===== config.mk =====
export PLATFORM = sky130hd
export DESIGN_NAME = mvu_seq_top
export DESIGN_NICKNAME = d
export VERILOG_FILES = /design/src/hdl/mvu_pkg.sv /design/src/hdl/mvu_seq_top.sv /design/src/hdl/quant_wb.sv /design/src/hdl/acc_retime.sv /design/src/hdl/in_agu.sv /design/src/hdl/job_ctrl.sv
export SDC_FILE = /design/constraint.sdc
export NUM_CORES = 1
export LEC_CHECK = 0
export BUFFER_PORTS_ARGS = -buffer_cell sky130_fd_sc_hd__buf_2
export CAP_MARGIN = 20
export CORE_MARGIN = 2
export CORE_UTILIZATION = 55
export CTS_CLUSTER_SIZE = 16
export DETAILED_ROUTE_END_ITERATION = 8
export GPL_TIMING_DRIVEN = 0
export PLACE_DENSITY = 0.77
export SLEW_MARGIN = 25
export SYNTH_ARGS = -nofsm -noshare
export SYNTH_HDL_FRONTEND = slang
export SYNTH_SLANG_ARGS = --single-unit

===== constraint.sdc =====
create_clock -name clk -period 9.55 [get_ports clk]
set_input_delay 0.4775 -clock clk [delete_from_list [all_inputs] [get_ports clk]]
set_output_delay 0.4775 -clock clk [all_outputs]
set_load 0.005 [all_outputs]

===== src/hdl/mvu_pkg.sv =====
// MVU sequencer package
// Widths, pipeline latencies, job configuration and control structs,
// and the state encodings shared by the sequencer blocks
package mvu_pkg;

    // Bus and field widths
    localparam int BDBANKA = 15;                  // Data bank address
    localparam int BWBANKA = 9;                   // Weight bank address
    localparam int BPREC   = 6;                   // Precision fields
    localparam int BCNTDWN = 29;                  // Job countdown
    localparam int BSTRIDE = 15;                  // Stride fields
    localparam int BLENGTH = 15;                  // Length fields, value is length minus one

    // Datapath latencies seen by the control strobes
    localparam int VVPSTAGES     = 3;             // Vector product pipeline
    localparam int MEMRDLATENCY  = 2;             // Weight/data memory read
    localparam int MAXPOOLSTAGES = 1;             // Max pool pipeline
    localparam int ACC_DELAY     = VVPSTAGES + MEMRDLATENCY;
    localparam int LOAD_DELAY    = ACC_DELAY + 1;              // Accumulator load/acc strobes
    localparam int QSTART_DELAY  = LOAD_DELAY + MAXPOOLSTAGES; // Quantizer start, output load

    typedef struct packed {
        logic [BSTRIDE-1:0] stride;
        logic [BLENGTH-1:0] length;               // Actual length minus one
    } dim_cfg_t;

    typedef struct packed {
        logic [BCNTDWN-1:0] countdown;            // Run cycles for the job
        logic [BPREC-1:0]   iprecision;
        logic [BPREC-1:0]   wprecision;
        logic [BPREC-1:0]   oprecision;
        logic [BDBANKA-1:0] ibaseaddr;
        logic [BWBANKA-1:0] wbaseaddr;
        logic [BDBANKA-1:0] obaseaddr;
        dim_cfg_t           idim0;                // Inner input dimension
        dim_cfg_t           idim1;                // Outer input dimension
        dim_cfg_t           wdim0;                // Only stride used
        dim_cfg_t           wdim1;                // Only stride used
    } job_cfg_t;

    typedef struct packed {
        logic [BDBANKA-1:0] iaddr;
        logic [BWBANKA-1:0] waddr;
    } rd_addr_t;

    typedef struct packed {
        logic shacc_load;                         // Load accumulator from product
        logic shacc_acc;                          // Accumulate
        logic shacc_sh;                           // Shift for next bit-plane
    } acc_ctrl_t;

    typedef enum logic {JOB_IDLE, JOB_RUN} job_state_e;

    typedef enum logic [1:0] {Q_IDLE, Q_LOAD, Q_STEP} quant_state_e;

endpackage

===== src/hdl/mvu_seq_top.sv =====
// MVU job sequencer top level
// Control plane of one matrix-vector lane: job control, read address
// generation, strobe retiming and quantizer write-back
`timescale 1ns/1ps

module mvu_seq_top (
    input  logic                        clk,
    input  logic                        rst_n,
    input  logic                        start,
    input  logic                        quant_clr,
    input  mvu_pkg::job_cfg_t           cfg,        // Held during the job
    output logic                        done,
    output logic                        irq,
    output mvu_pkg::rd_addr_t           rd_addr,
    output mvu_pkg::acc_ctrl_t          acc_ctrl,
    output logic                        quant_load,
    output logic                        quant_step,
    output logic                        wr_en,
    output logic [mvu_pkg::BDBANKA-1:0] wr_addr
);

    logic run;                                  // Job in progress
    logic sh_out;                               // AGU accumulator shift
    logic blk_done;                             // AGU end of block
    logic quant_start;                          // Retimed block done
    logic out_load;                             // Retimed job start

    job_ctrl u_job_ctrl (
        .clk        (clk),
        .rst_n      (rst_n),
        .start      (start),
        .countdown  (cfg.countdown),
        .run        (run),
        .done       (done),
        .irq        (irq)
    );

    in_agu u_in_agu (
        .clk        (clk),
        .rst_n      (rst_n),
        .start      (start),
        .run        (run),
        .cfg        (cfg),
        .rd_addr    (rd_addr),
        .sh_out     (sh_out),
        .blk_done   (blk_done)
    );

    acc_retime u_acc_retime (
        .clk         (clk),
        .rst_n       (rst_n),
        .start       (start),
        .run         (run),
        .sh_out      (sh_out),
        .blk_done    (blk_done),
        .acc_ctrl    (acc_ctrl),
        .quant_start (quant_start),
        .out_load    (out_load)
    );

    quant_wb u_quant_wb (
        .clk         (clk),
        .rst_n       (rst_n),
        .quant_clr   (quant_clr),
        .quant_start (quant_start),
        .out_load    (out_load),
        .oprecision  (cfg.oprecision),
        .obaseaddr   (cfg.obaseaddr),
        .quant_load  (quant_load),
        .quant_step  (quant_step),
        .wr_en       (wr_en),
        .wr_addr     (wr_addr)
    );

endmodule


===== src/hdl/quant_wb.sv =====
// Serial quantizer controller and output write-address generator
// Loads the quantizers, steps them once per output bit and writes
// each bit-plane to consecutive data memory addresses
`timescale 1ns/1ps

module quant_wb (
    input  logic                        clk,
    input  logic                        rst_n,
    input  logic                        quant_clr,    // Abort stepping
    input  logic                        quant_start,  // Ignored while busy
    input  logic                        out_load,     // Reload write base
    input  logic [mvu_pkg::BPREC-1:0]   oprecision,
    input  logic [mvu_pkg::BDBANKA-1:0] obaseaddr,
    output logic                        quant_load,
    output logic                        quant_step,
    output logic                        wr_en,
    output logic [mvu_pkg::BDBANKA-1:0] wr_addr
);
    import mvu_pkg::*;

    quant_state_e     state;
    logic [BPREC-1:0] bit_cnt;                  // Steps left minus one

    always_ff @(posedge clk) begin
        if (!rst_n) begin
            state   <= Q_IDLE;
            bit_cnt <= '0;
        end else if (quant_clr) begin
            state   <= Q_IDLE;
            bit_cnt <= '0;
        end else begin
            case (state)
                Q_IDLE: begin
                    if (quant_start) begin
                        state <= Q_LOAD;
                    end
                end
                Q_LOAD: begin
                    bit_cnt <= oprecision - BPREC'(1);
                    if (oprecision == '0) begin
                        state <= Q_IDLE;        // Nothing to write out
                    end else begin
                        state <= Q_STEP;
                    end
                end
                Q_STEP: begin
                    if (bit_cnt == '0) begin
                        state <= Q_IDLE;
                    end else begin
                        bit_cnt <= bit_cnt - BPREC'(1);
                    end
                end
                default: state <= Q_IDLE;
            endcase
        end
    end

    assign quant_load = (state == Q_LOAD);
    assign quant_step = (state == Q_STEP);
    assign wr_en      = quant_step;             // One output bit-plane per step

    // Write pointer runs across all blocks of the job
    always_ff @(posedge clk) begin
        if (!rst_n) begin
            wr_addr <= '0;
        end else if (out_load) begin
            wr_addr <= obaseaddr;
        end else if (quant_step) begin
            wr_addr <= wr_addr + BDBANKA'(1);
        end
    end

endmodule


===== src/hdl/acc_retime.sv =====
// Accumulator strobe retiming
// Delays the sequencer strobes so they meet the data at the
// accumulators, the quantizers and the output write port
`timescale 1ns/1ps

module acc_retime (
    input  logic               clk,
    input  logic               rst_n,
    input  logic               start,
    input  logic               run,
    input  logic               sh_out,
    input  logic               blk_done,
    output mvu_pkg::acc_ctrl_t acc_ctrl,
    output logic               quant_start,
    output logic               out_load
);
    import mvu_pkg::*;

    // Bit k of each chain holds the input from k+1 cycles ago
    logic [LOAD_DELAY-1:0]   run_sr;            // Accumulate enable
    logic [ACC_DELAY-1:0]    sh_sr;             // Bit-plane shift
    logic [QSTART_DELAY-1:0] start_sr;          // Job start, two taps
    logic [QSTART_DELAY-1:0] blk_sr;            // Block done, two taps

    always_ff @(posedge clk) begin
        if (!rst_n) begin
            run_sr   <= '0;
            sh_sr    <= '0;
            start_sr <= '0;
            blk_sr   <= '0;
        end else begin
            run_sr   <= {run_sr[LOAD_DELAY-2:0], run};
            sh_sr    <= {sh_sr[ACC_DELAY-2:0], sh_out};
            start_sr <= {start_sr[QSTART_DELAY-2:0], start & ~run}; // Accepted starts only
            blk_sr   <= {blk_sr[QSTART_DELAY-2:0], blk_done};
        end
    end

    // Product arrives after memory read plus vector pipeline
    assign acc_ctrl.shacc_acc  = run_sr[LOAD_DELAY-1];
    assign acc_ctrl.shacc_sh   = sh_sr[ACC_DELAY-1];

    // Fresh load at job start and after each finished block
    assign acc_ctrl.shacc_load = start_sr[LOAD_DELAY-1] | blk_sr[LOAD_DELAY-1];

    // One more stage for the max pool
    assign quant_start = blk_sr[QSTART_DELAY-1];
    assign out_load    = start_sr[QSTART_DELAY-1];

endmodule


===== src/hdl/in_agu.sv =====
// Input and weight address generator
// Walks two loop dimensions and the bit-planes of both operands,
// giving one read address pair per run cycle with the accumulator
// shift and end-of-block marks
`timescale 1ns/1ps

module in_agu (
    input  logic              clk,
    input  logic              rst_n,
    input  logic              start,            // Rewind to the first address
    input  logic              run,              // Advance once per cycle
    input  mvu_pkg::job_cfg_t cfg,
    output mvu_pkg::rd_addr_t rd_addr,
    output logic              sh_out,
    output logic              blk_done
);
    import mvu_pkg::*;

    logic [BLENGTH-1:0] k1;                     // Outer dimension position
    logic [BLENGTH-1:0] k0;                     // Inner dimension position
    logic [BPREC-1:0]   wb;                     // Weight bit-plane, counts down
    logic [BPREC-1:0]   ib;                     // Input bit-plane, innermost

    logic [BPREC-1:0]   iprec_m1;
    logic [BPREC-1:0]   wprec_m1;
    logic               ib_last;
    logic               wb_last;
    logic               k0_last;
    logic               k1_last;

    logic [BDBANKA-1:0] i_off1;
    logic [BDBANKA-1:0] i_off0;
    logic [BDBANKA-1:0] i_bit;
    logic [BWBANKA-1:0] w_off1;
    logic [BWBANKA-1:0] w_off0;
    logic [BWBANKA-1:0] w_bit;

    assign iprec_m1 = cfg.iprecision - BPREC'(1);
    assign wprec_m1 = cfg.wprecision - BPREC'(1);

    assign ib_last = (ib == '0);
    assign wb_last = (wb == '0);
    assign k0_last = (k0 == cfg.idim0.length);
    assign k1_last = (k1 == cfg.idim1.length);  // W side shares the i-side lengths

    // Loop nest, innermost first: ib, wb, k0, k1
    always_ff @(posedge clk) begin
        if (!rst_n) begin
            k1 <= '0;
            k0 <= '0;
            wb <= '0;
            ib <= '0;
        end else if (start && !run) begin       // Start counts only while idle
            k1 <= '0;
            k0 <= '0;
            wb <= wprec_m1;
            ib <= iprec_m1;
        end else if (run) begin
            if (ib_last) begin
                ib <= iprec_m1;
                if (wb_last) begin
                    wb <= wprec_m1;
                    if (k0_last) begin
                        k0 <= '0;
                        if (k1_last) begin
                            k1 <= '0;           // Wrap after last combination
                        end else begin
                            k1 <= k1 + BLENGTH'(1);
                        end
                    end else begin
                        k0 <= k0 + BLENGTH'(1);
                    end
                end else begin
                    wb <= wb - BPREC'(1);
                end
            end else begin
                ib <= ib - BPREC'(1);
            end
        end
    end

    // Input side offsets, wrap at data bank width
    assign i_off1 = k1 * cfg.idim1.stride;
    assign i_off0 = k0 * cfg.idim0.stride;
    assign i_bit  = {{(BDBANKA-BPREC){1'b0}}, ib};

    // Weight side offsets, low bits only
    assign w_off1 = k1[BWBANKA-1:0] * cfg.wdim1.stride[BWBANKA-1:0];
    assign w_off0 = k0[BWBANKA-1:0] * cfg.wdim0.stride[BWBANKA-1:0];
    assign w_bit  = {{(BWBANKA-BPREC){1'b0}}, wb};

    assign rd_addr.iaddr = cfg.ibaseaddr + i_off1 + i_off0 + i_bit;
    assign rd_addr.waddr = cfg.wbaseaddr + w_off1 + w_off0 + w_bit;

    // Shift between weight bit-planes, not after the last one
    assign sh_out   = run & ib_last & ~wb_last;

    // Last product of the final k0 position closes the block
    assign blk_done = run & ib_last & wb_last & k0_last;

endmodule


===== src/hdl/job_ctrl.sv =====
// Job controller
// Counts down the configured number of run cycles after a start,
// then raises done and pulses the interrupt for one cycle
`timescale 1ns/1ps

module job_ctrl (
    input  logic                        clk,
    input  logic                        rst_n,
    input  logic                        start,      // Accepted only when idle
    input  logic [mvu_pkg::BCNTDWN-1:0] countdown,
    output logic                        run,
    output logic                        done,
    output logic                        irq
);
    import mvu_pkg::*;

    job_state_e         state;
    logic [BCNTDWN-1:0] cnt;                        // Remaining run cycles minus one

    always_ff @(posedge clk) begin
        if (!rst_n) begin
            state <= JOB_IDLE;
            cnt   <= '0;
            irq   <= 1'b0;
        end else begin
            irq <= 1'b0;                            // Default one-cycle pulse
            case (state)
                JOB_IDLE: begin
                    if (start) begin
                        if (countdown == '0) begin
                            irq <= 1'b1;            // Empty job finishes at once
                        end else begin
                            state <= JOB_RUN;
                            cnt   <= countdown - BCNTDWN'(1);
                        end
                    end
                end
                JOB_RUN: begin
                    if (cnt == '0) begin
                        state <= JOB_IDLE;
                        irq   <= 1'b1;              // Lines up with done rising
                    end else begin
                        cnt <= cnt - BCNTDWN'(1);
                    end
                end
                default: state <= JOB_IDLE;
            endcase
        end
    end

    assign run  = (state == JOB_RUN);
    assign done = (state == JOB_IDLE);

endmodule


; ---- Word level (Yosys, flattened, before mapping)
; Index checks and enable logic that the tools add are counted.
[totals]
ff_bits = 121
input_bits = 210
out_inout_bits = 47
word_cells = 104
[classes]
add_sub_neg = 17
n_mul = 4
n_eq_ne = 10
muxes = 29
bitwise = 9
reduce_logical = 21
[op_table]
columns = cell, count
row1 = $mux 29, 3
row2 = $mux 15, 4
row3 = $logic_not 29->1, 2
row4 = $pmux 29 s2, 1
row5 = $sub 29x1->29 const B, 2
row6 = $mux 6, 8
row7 = $add 15x1->15 const B, 3
row8 = $sub 6x1->6 const B, 6
row9 = $add 15x15->15, 2
row10 = $eq 15x15->1, 2
row11 = $mul 15x15->15, 2
row12 = $logic_not 6->1, 4
row13 = $add 9x9->9, 2
row14 = $mul 9x9->9, 2
row15 = $add 15x6->15, 1
row16 = $pmux 6 s2, 1
row17 = $ne 2x2->1 const B, 5
row18 = $add 9x6->9, 1
row19 = $reduce_bool 2->1, 4
row20 = $mux 1, 6
row21 = $mux 2, 3
row22 = $pmux 2 s3, 1
row23 = $reduce_and 2->1, 3
row24 = $reduce_and 3->1, 2
row25 = other kinds (12), 20

; ---- Logic depth before layout (Yosys ltp)
[depth]
ltp_word = 5
mapped_depth = 25
depth_no_buf = 23

; ---- Cells and area by module
; Synthesis repeated with hierarchy kept, for this count alone.
[hier_totals]
hier_cells = 2170
area_unflattened_um2 = 18226.2
[modules_own_cells]
columns = mod, n_inst, cells_per_inst, area_each_um2, seq_area_each_um2
row1 = in_agu, 1, 1551, 13246.5, 840.8
row2 = job_ctrl, 1, 394, 2815.2, 620.6
row3 = quant_wb, 1, 170, 1437.6, 460.4
row4 = acc_retime, 1, 55, 726.9, 500.5

; ---- Worst setup path after synthesis
; No wires, ideal clock.
[synth_timing]
kind = input to output
startpoint = in cfg[75] (netlist bit)
endpoint = out rd_addr[23] (netlist bit)
arrival_ns = 6.342
required_time_ns = 9.073
setup_slack_ns = 2.731
cell_stages = 20
path_buffers = 1
path_cell_list = clkbuf_1 > nand2_1 > fa_1 > fa_1 > inv_1 > fa_1 > inv_1 > fa_1 > inv_1 > fa_1 > fa_1 > fa_1 > inv_1 > fa_1 > inv_1 > ha_1 > and3_1 > a2111oi_0 > a21oi_1 > xnor2_1
[synth_rtl]
columns = element, line
row1 = "start, declared", mvu_seq_top.sv:11  ; input mvu_pkg::job_cfg_t cfg,
row2 = "end, declared", mvu_seq_top.sv:14  ; output mvu_pkg::rd_addr_t rd_addr,

==> results.cfg <==
[clock_network]
clock_latency_ns = 0.42
clkSinkCount = 121
cts.repair.resized = 0
post_cts_buffers = 0
cts_buffers = 17
cts_tree = yes
clkSlewWorstSetupHoldPaths_ns = 0.07
root_buffer = clkbuf_16
cts_buffer_depth = 2
htree_num_levels = 4
cts_hold_repair.buffers = 0

[timing]
fin_worst_hold_slack_ns = 0.2984
tightest_slew_ns = 0.7940
fin_crit_ns = 8.350
finalMaxSlewViolations = 0
setup-tns-final_ns = 0
setup_viol = 0
timing.fmax_mhz = 119.8
finalHoldViolCount = 0
rsz0062_at_grt = false
period_share_pct = 87.43
slew_headroom_pct = 46.87
clock_skew_ns = 0.01512

[critical_path]
worstPathRequired_ns = 9.07
path_buf_inv = 9
arrival_ns = 7.87
max_stage_delay_ns = 0.57
path_class = flop to output pin
cp_max_fo = 10
path_delay_family = adder cells
cpMostUsedCell = fa_1
reg2reg_from = u_job_ctrl.run
startpoint = u_in_agu.k0[4]
crit_path_start_kind = flop
crit_path_end_kind = output pin
slowest_stage = fa_1

[die]
io_pins = 257
die_area_um2 = 33180
die_y_um = 182.2
die_w_um = 182.2
design.core.area_um2 = 31390
initial_utilization_pct = 55.61
std_cell_rows = 65

[synthesis]
syn_nets = 2648
async_flop_share_pct = 0
netlist_instances = 2059
ys.warnings.count = 0
post_synth_num_cell_types = 73
ys_seq_area_share_pct = 13.88
avgSynthCellArea_um2 = 8.478
synth_edf_count = 0
yosys_most_used_dff = dfxtp_1
synth_seq_cells = 121
syn_area_um2 = 17460

[power_and_ir_drop]
vdd_ir_drop_max_mv = 0.1288
power_leakage_uw = 0.009444
power_density_nw_per_um2 = 82.58

[finish]
area_delta_synth_final_pct = 12.24
layout-drive-gt1-share_pct = 12.22
nets = 2876
post-route-util_pct = 62.42
fin_cells = 2708
fill_cells = 2718

[worst_hold_path]
worstHoldStart = cfg[123]
hold_path_class = input port to flop

[global_routing]
grt_pass1_wl_mm = 78.31
grt_pass1_vias = 15450
antenna_found_initial = 6
grt_max_degree = 17
grt_usage_pct = 29.79
gr-total-overflow = 0

[drt]
drtIter0Drc = 1030
routed_via_density = 5.496
finalWirelength_mm = 47.87
via_count = 14880
ant_nets = 0
drt-wirelength-per-cell_um = 17.68
drt_pass1_iterations = 6
route.detailed.drc = 0

[status]
status = completed

[placed_design]
numPortBuffers = 209
dp_hpwl_mm = 40.05
place_inst = 2670
routabilityCongestion = 0.9456

[flow_run]
drv_cap = 0
power by group:
part           switching (uW)  internal [uW]  leakage [uW]
Combinational             250            180       0.00819
Clock                     273            364      0.000275
Sequential               25.6            525      0.000984
worst register-to-register path: stages (launching register included):
cell      delay, ns
dfxtp_1        0.53
buf_6          0.22
buf_4          0.23
buf_2          0.31
buf_2          0.35
buf_1          0.60
mux2i_1        0.31
ha_1           0.30
o221ai_1       0.22
or4_1          0.54
buf_2          0.19
or2_1          0.25
buf_6          0.13
o21ai_0        0.14
a21boi_0       0.10
o31a_1         0.26
cell families after synthesis:
group,after synthesis,share of synthesized area (%)
flip-flops,121,13.88
AO/OA/AOI/OAI,202,7.254
XOR/XNOR,200,10.11
AND/OR/NAND/NOR,692,19.93
buffers and inverters,423,9.368
multiplexers,42,2.444
adder cells (fa/ha/maj),379,37.01
path summary, 6_finish.rpt:
check / endpoint / cells after the start / slack [ns]
worst max register to register: u_job_ctrl.cnt[28] / 15 / 4.78
worst min register to register: u_acc_retime.start_sr[4] / 1 / 0.43
worst max-delay path: rd_addr[23] / 25 / 1.20
worst min-delay path: u_quant_wb.wr_addr[3] / 3 / 0.30
metrics by stage:
stage | setup slack, ns | total power (uW) | instance area, um^2
final | 1.200 | 1618 | 19590
after global routing | 0.6707 | 1694 | 19580
after CTS | 1.190 | 1614 | 19580
after detailed placement | 1.669 | 984.8 | 19010
after global placement | 1.801 | 971.4 | 19010
after floorplan | 2.731 | 818.6 | 17460
state kept, by name (all words and copies together), names as in the netlist:
register / cells
u_job_ctrl.cnt: 29
u_in_agu.k0: 15
u_in_agu.k1: 15
u_quant_wb.wr_addr: 15
u_acc_retime.blk_sr: 7
u_acc_retime.start_sr: 7
u_acc_retime.run_sr: 6
u_in_agu.ib: 6
u_in_agu.wb: 6
u_quant_wb.bit_cnt: 6
u_acc_retime.sh_sr: 5
u_quant_wb.state: 2
u_job_ctrl.irq: 1
u_job_ctrl.run: 1
final cells by class:
cell class / instances / area [um^2] / share of cell area, %
diodes: 6 / 15.01 / 0.07663
plain buffers: 97 / 411.6 / 2.101
clock buffers: 18 / 429.2 / 2.190
clock inverters: 14 / 138.9 / 0.7088
inverters: 326 / 1224 / 6.245
multi-input cells: 1515 / 13400 / 68.41
flip-flops and latches: 121 / 2422 / 12.36
well taps: 402 / 503.0 / 2.567
repair buffers: 209 / 1046 / 5.338
placed cells by master (no fill, tap or decap), types with 5 or more instances in the layout:
cell	instances
buf_4	5
ha_1	150
a211oi_1	7
nor2b_1	6
or4_1	5
o21ai_0	41
nor4_1	17
or2_2	7
nand2b_1	7
a31oi_1	9
xor2_1	69
a21o_1	5
and2_1	185
nand3_1	24
nand2_1	229
fa_1	229
xnor2_1	130
a21boi_0	5
o211ai_1	14
nor2_1	118
a21oi_1	70
inv_1	324
o21a_1	7
a32oi_1	5
clkbuf_1	77
and3_1	12
buf_2	220
nor3b_1	8
clkbuf_16	17
dfxtp_1	121
nor3_1	31
or3_1	7
nand4_1	14
diode_2	6
mux2i_1	39
Yosys cell counts, drive strengths merged (6+ instances only):
master | number | share of area [%]
buf | 21 | 0.72
clkbuf | 76 | 1.6
o21ai | 43 | 1.2
nor3b | 11 | 0.56
o211ai | 14 | 0.60
a211oi | 7 | 0.30
fa | 229 | 26
dfxtp | 121 | 14
nand2b | 7 | 0.25
xnor2 | 130 | 6.5
nor3 | 33 | 0.97
nor4 | 18 | 0.68
a31oi | 9 | 0.32
inv | 325 | 7.0
a21oi | 70 | 2.0
nor2b | 6 | 0.22
mux2i | 40 | 2.3
and2 | 185 | 6.6
and3 | 12 | 0.43
ha | 150 | 11
nor2 | 118 | 2.5
o21a | 7 | 0.30
nand4 | 14 | 0.50
nand2 | 229 | 4.9
nand3 | 24 | 0.69
xor2 | 69 | 3.5
or3 | 8 | 0.32
or2 | 8 | 0.29
per-layer routing:
layer	vias up	GRT usage (%)	part of all wire (%)
met5	-	0	0.033
met4	2	10.29	3.2
met3	114	5.987	8.0
met2	655	51.02	48
met1	7175	37.64	41
li1	6938	-	-
Power figures use the tool's default switching activity.
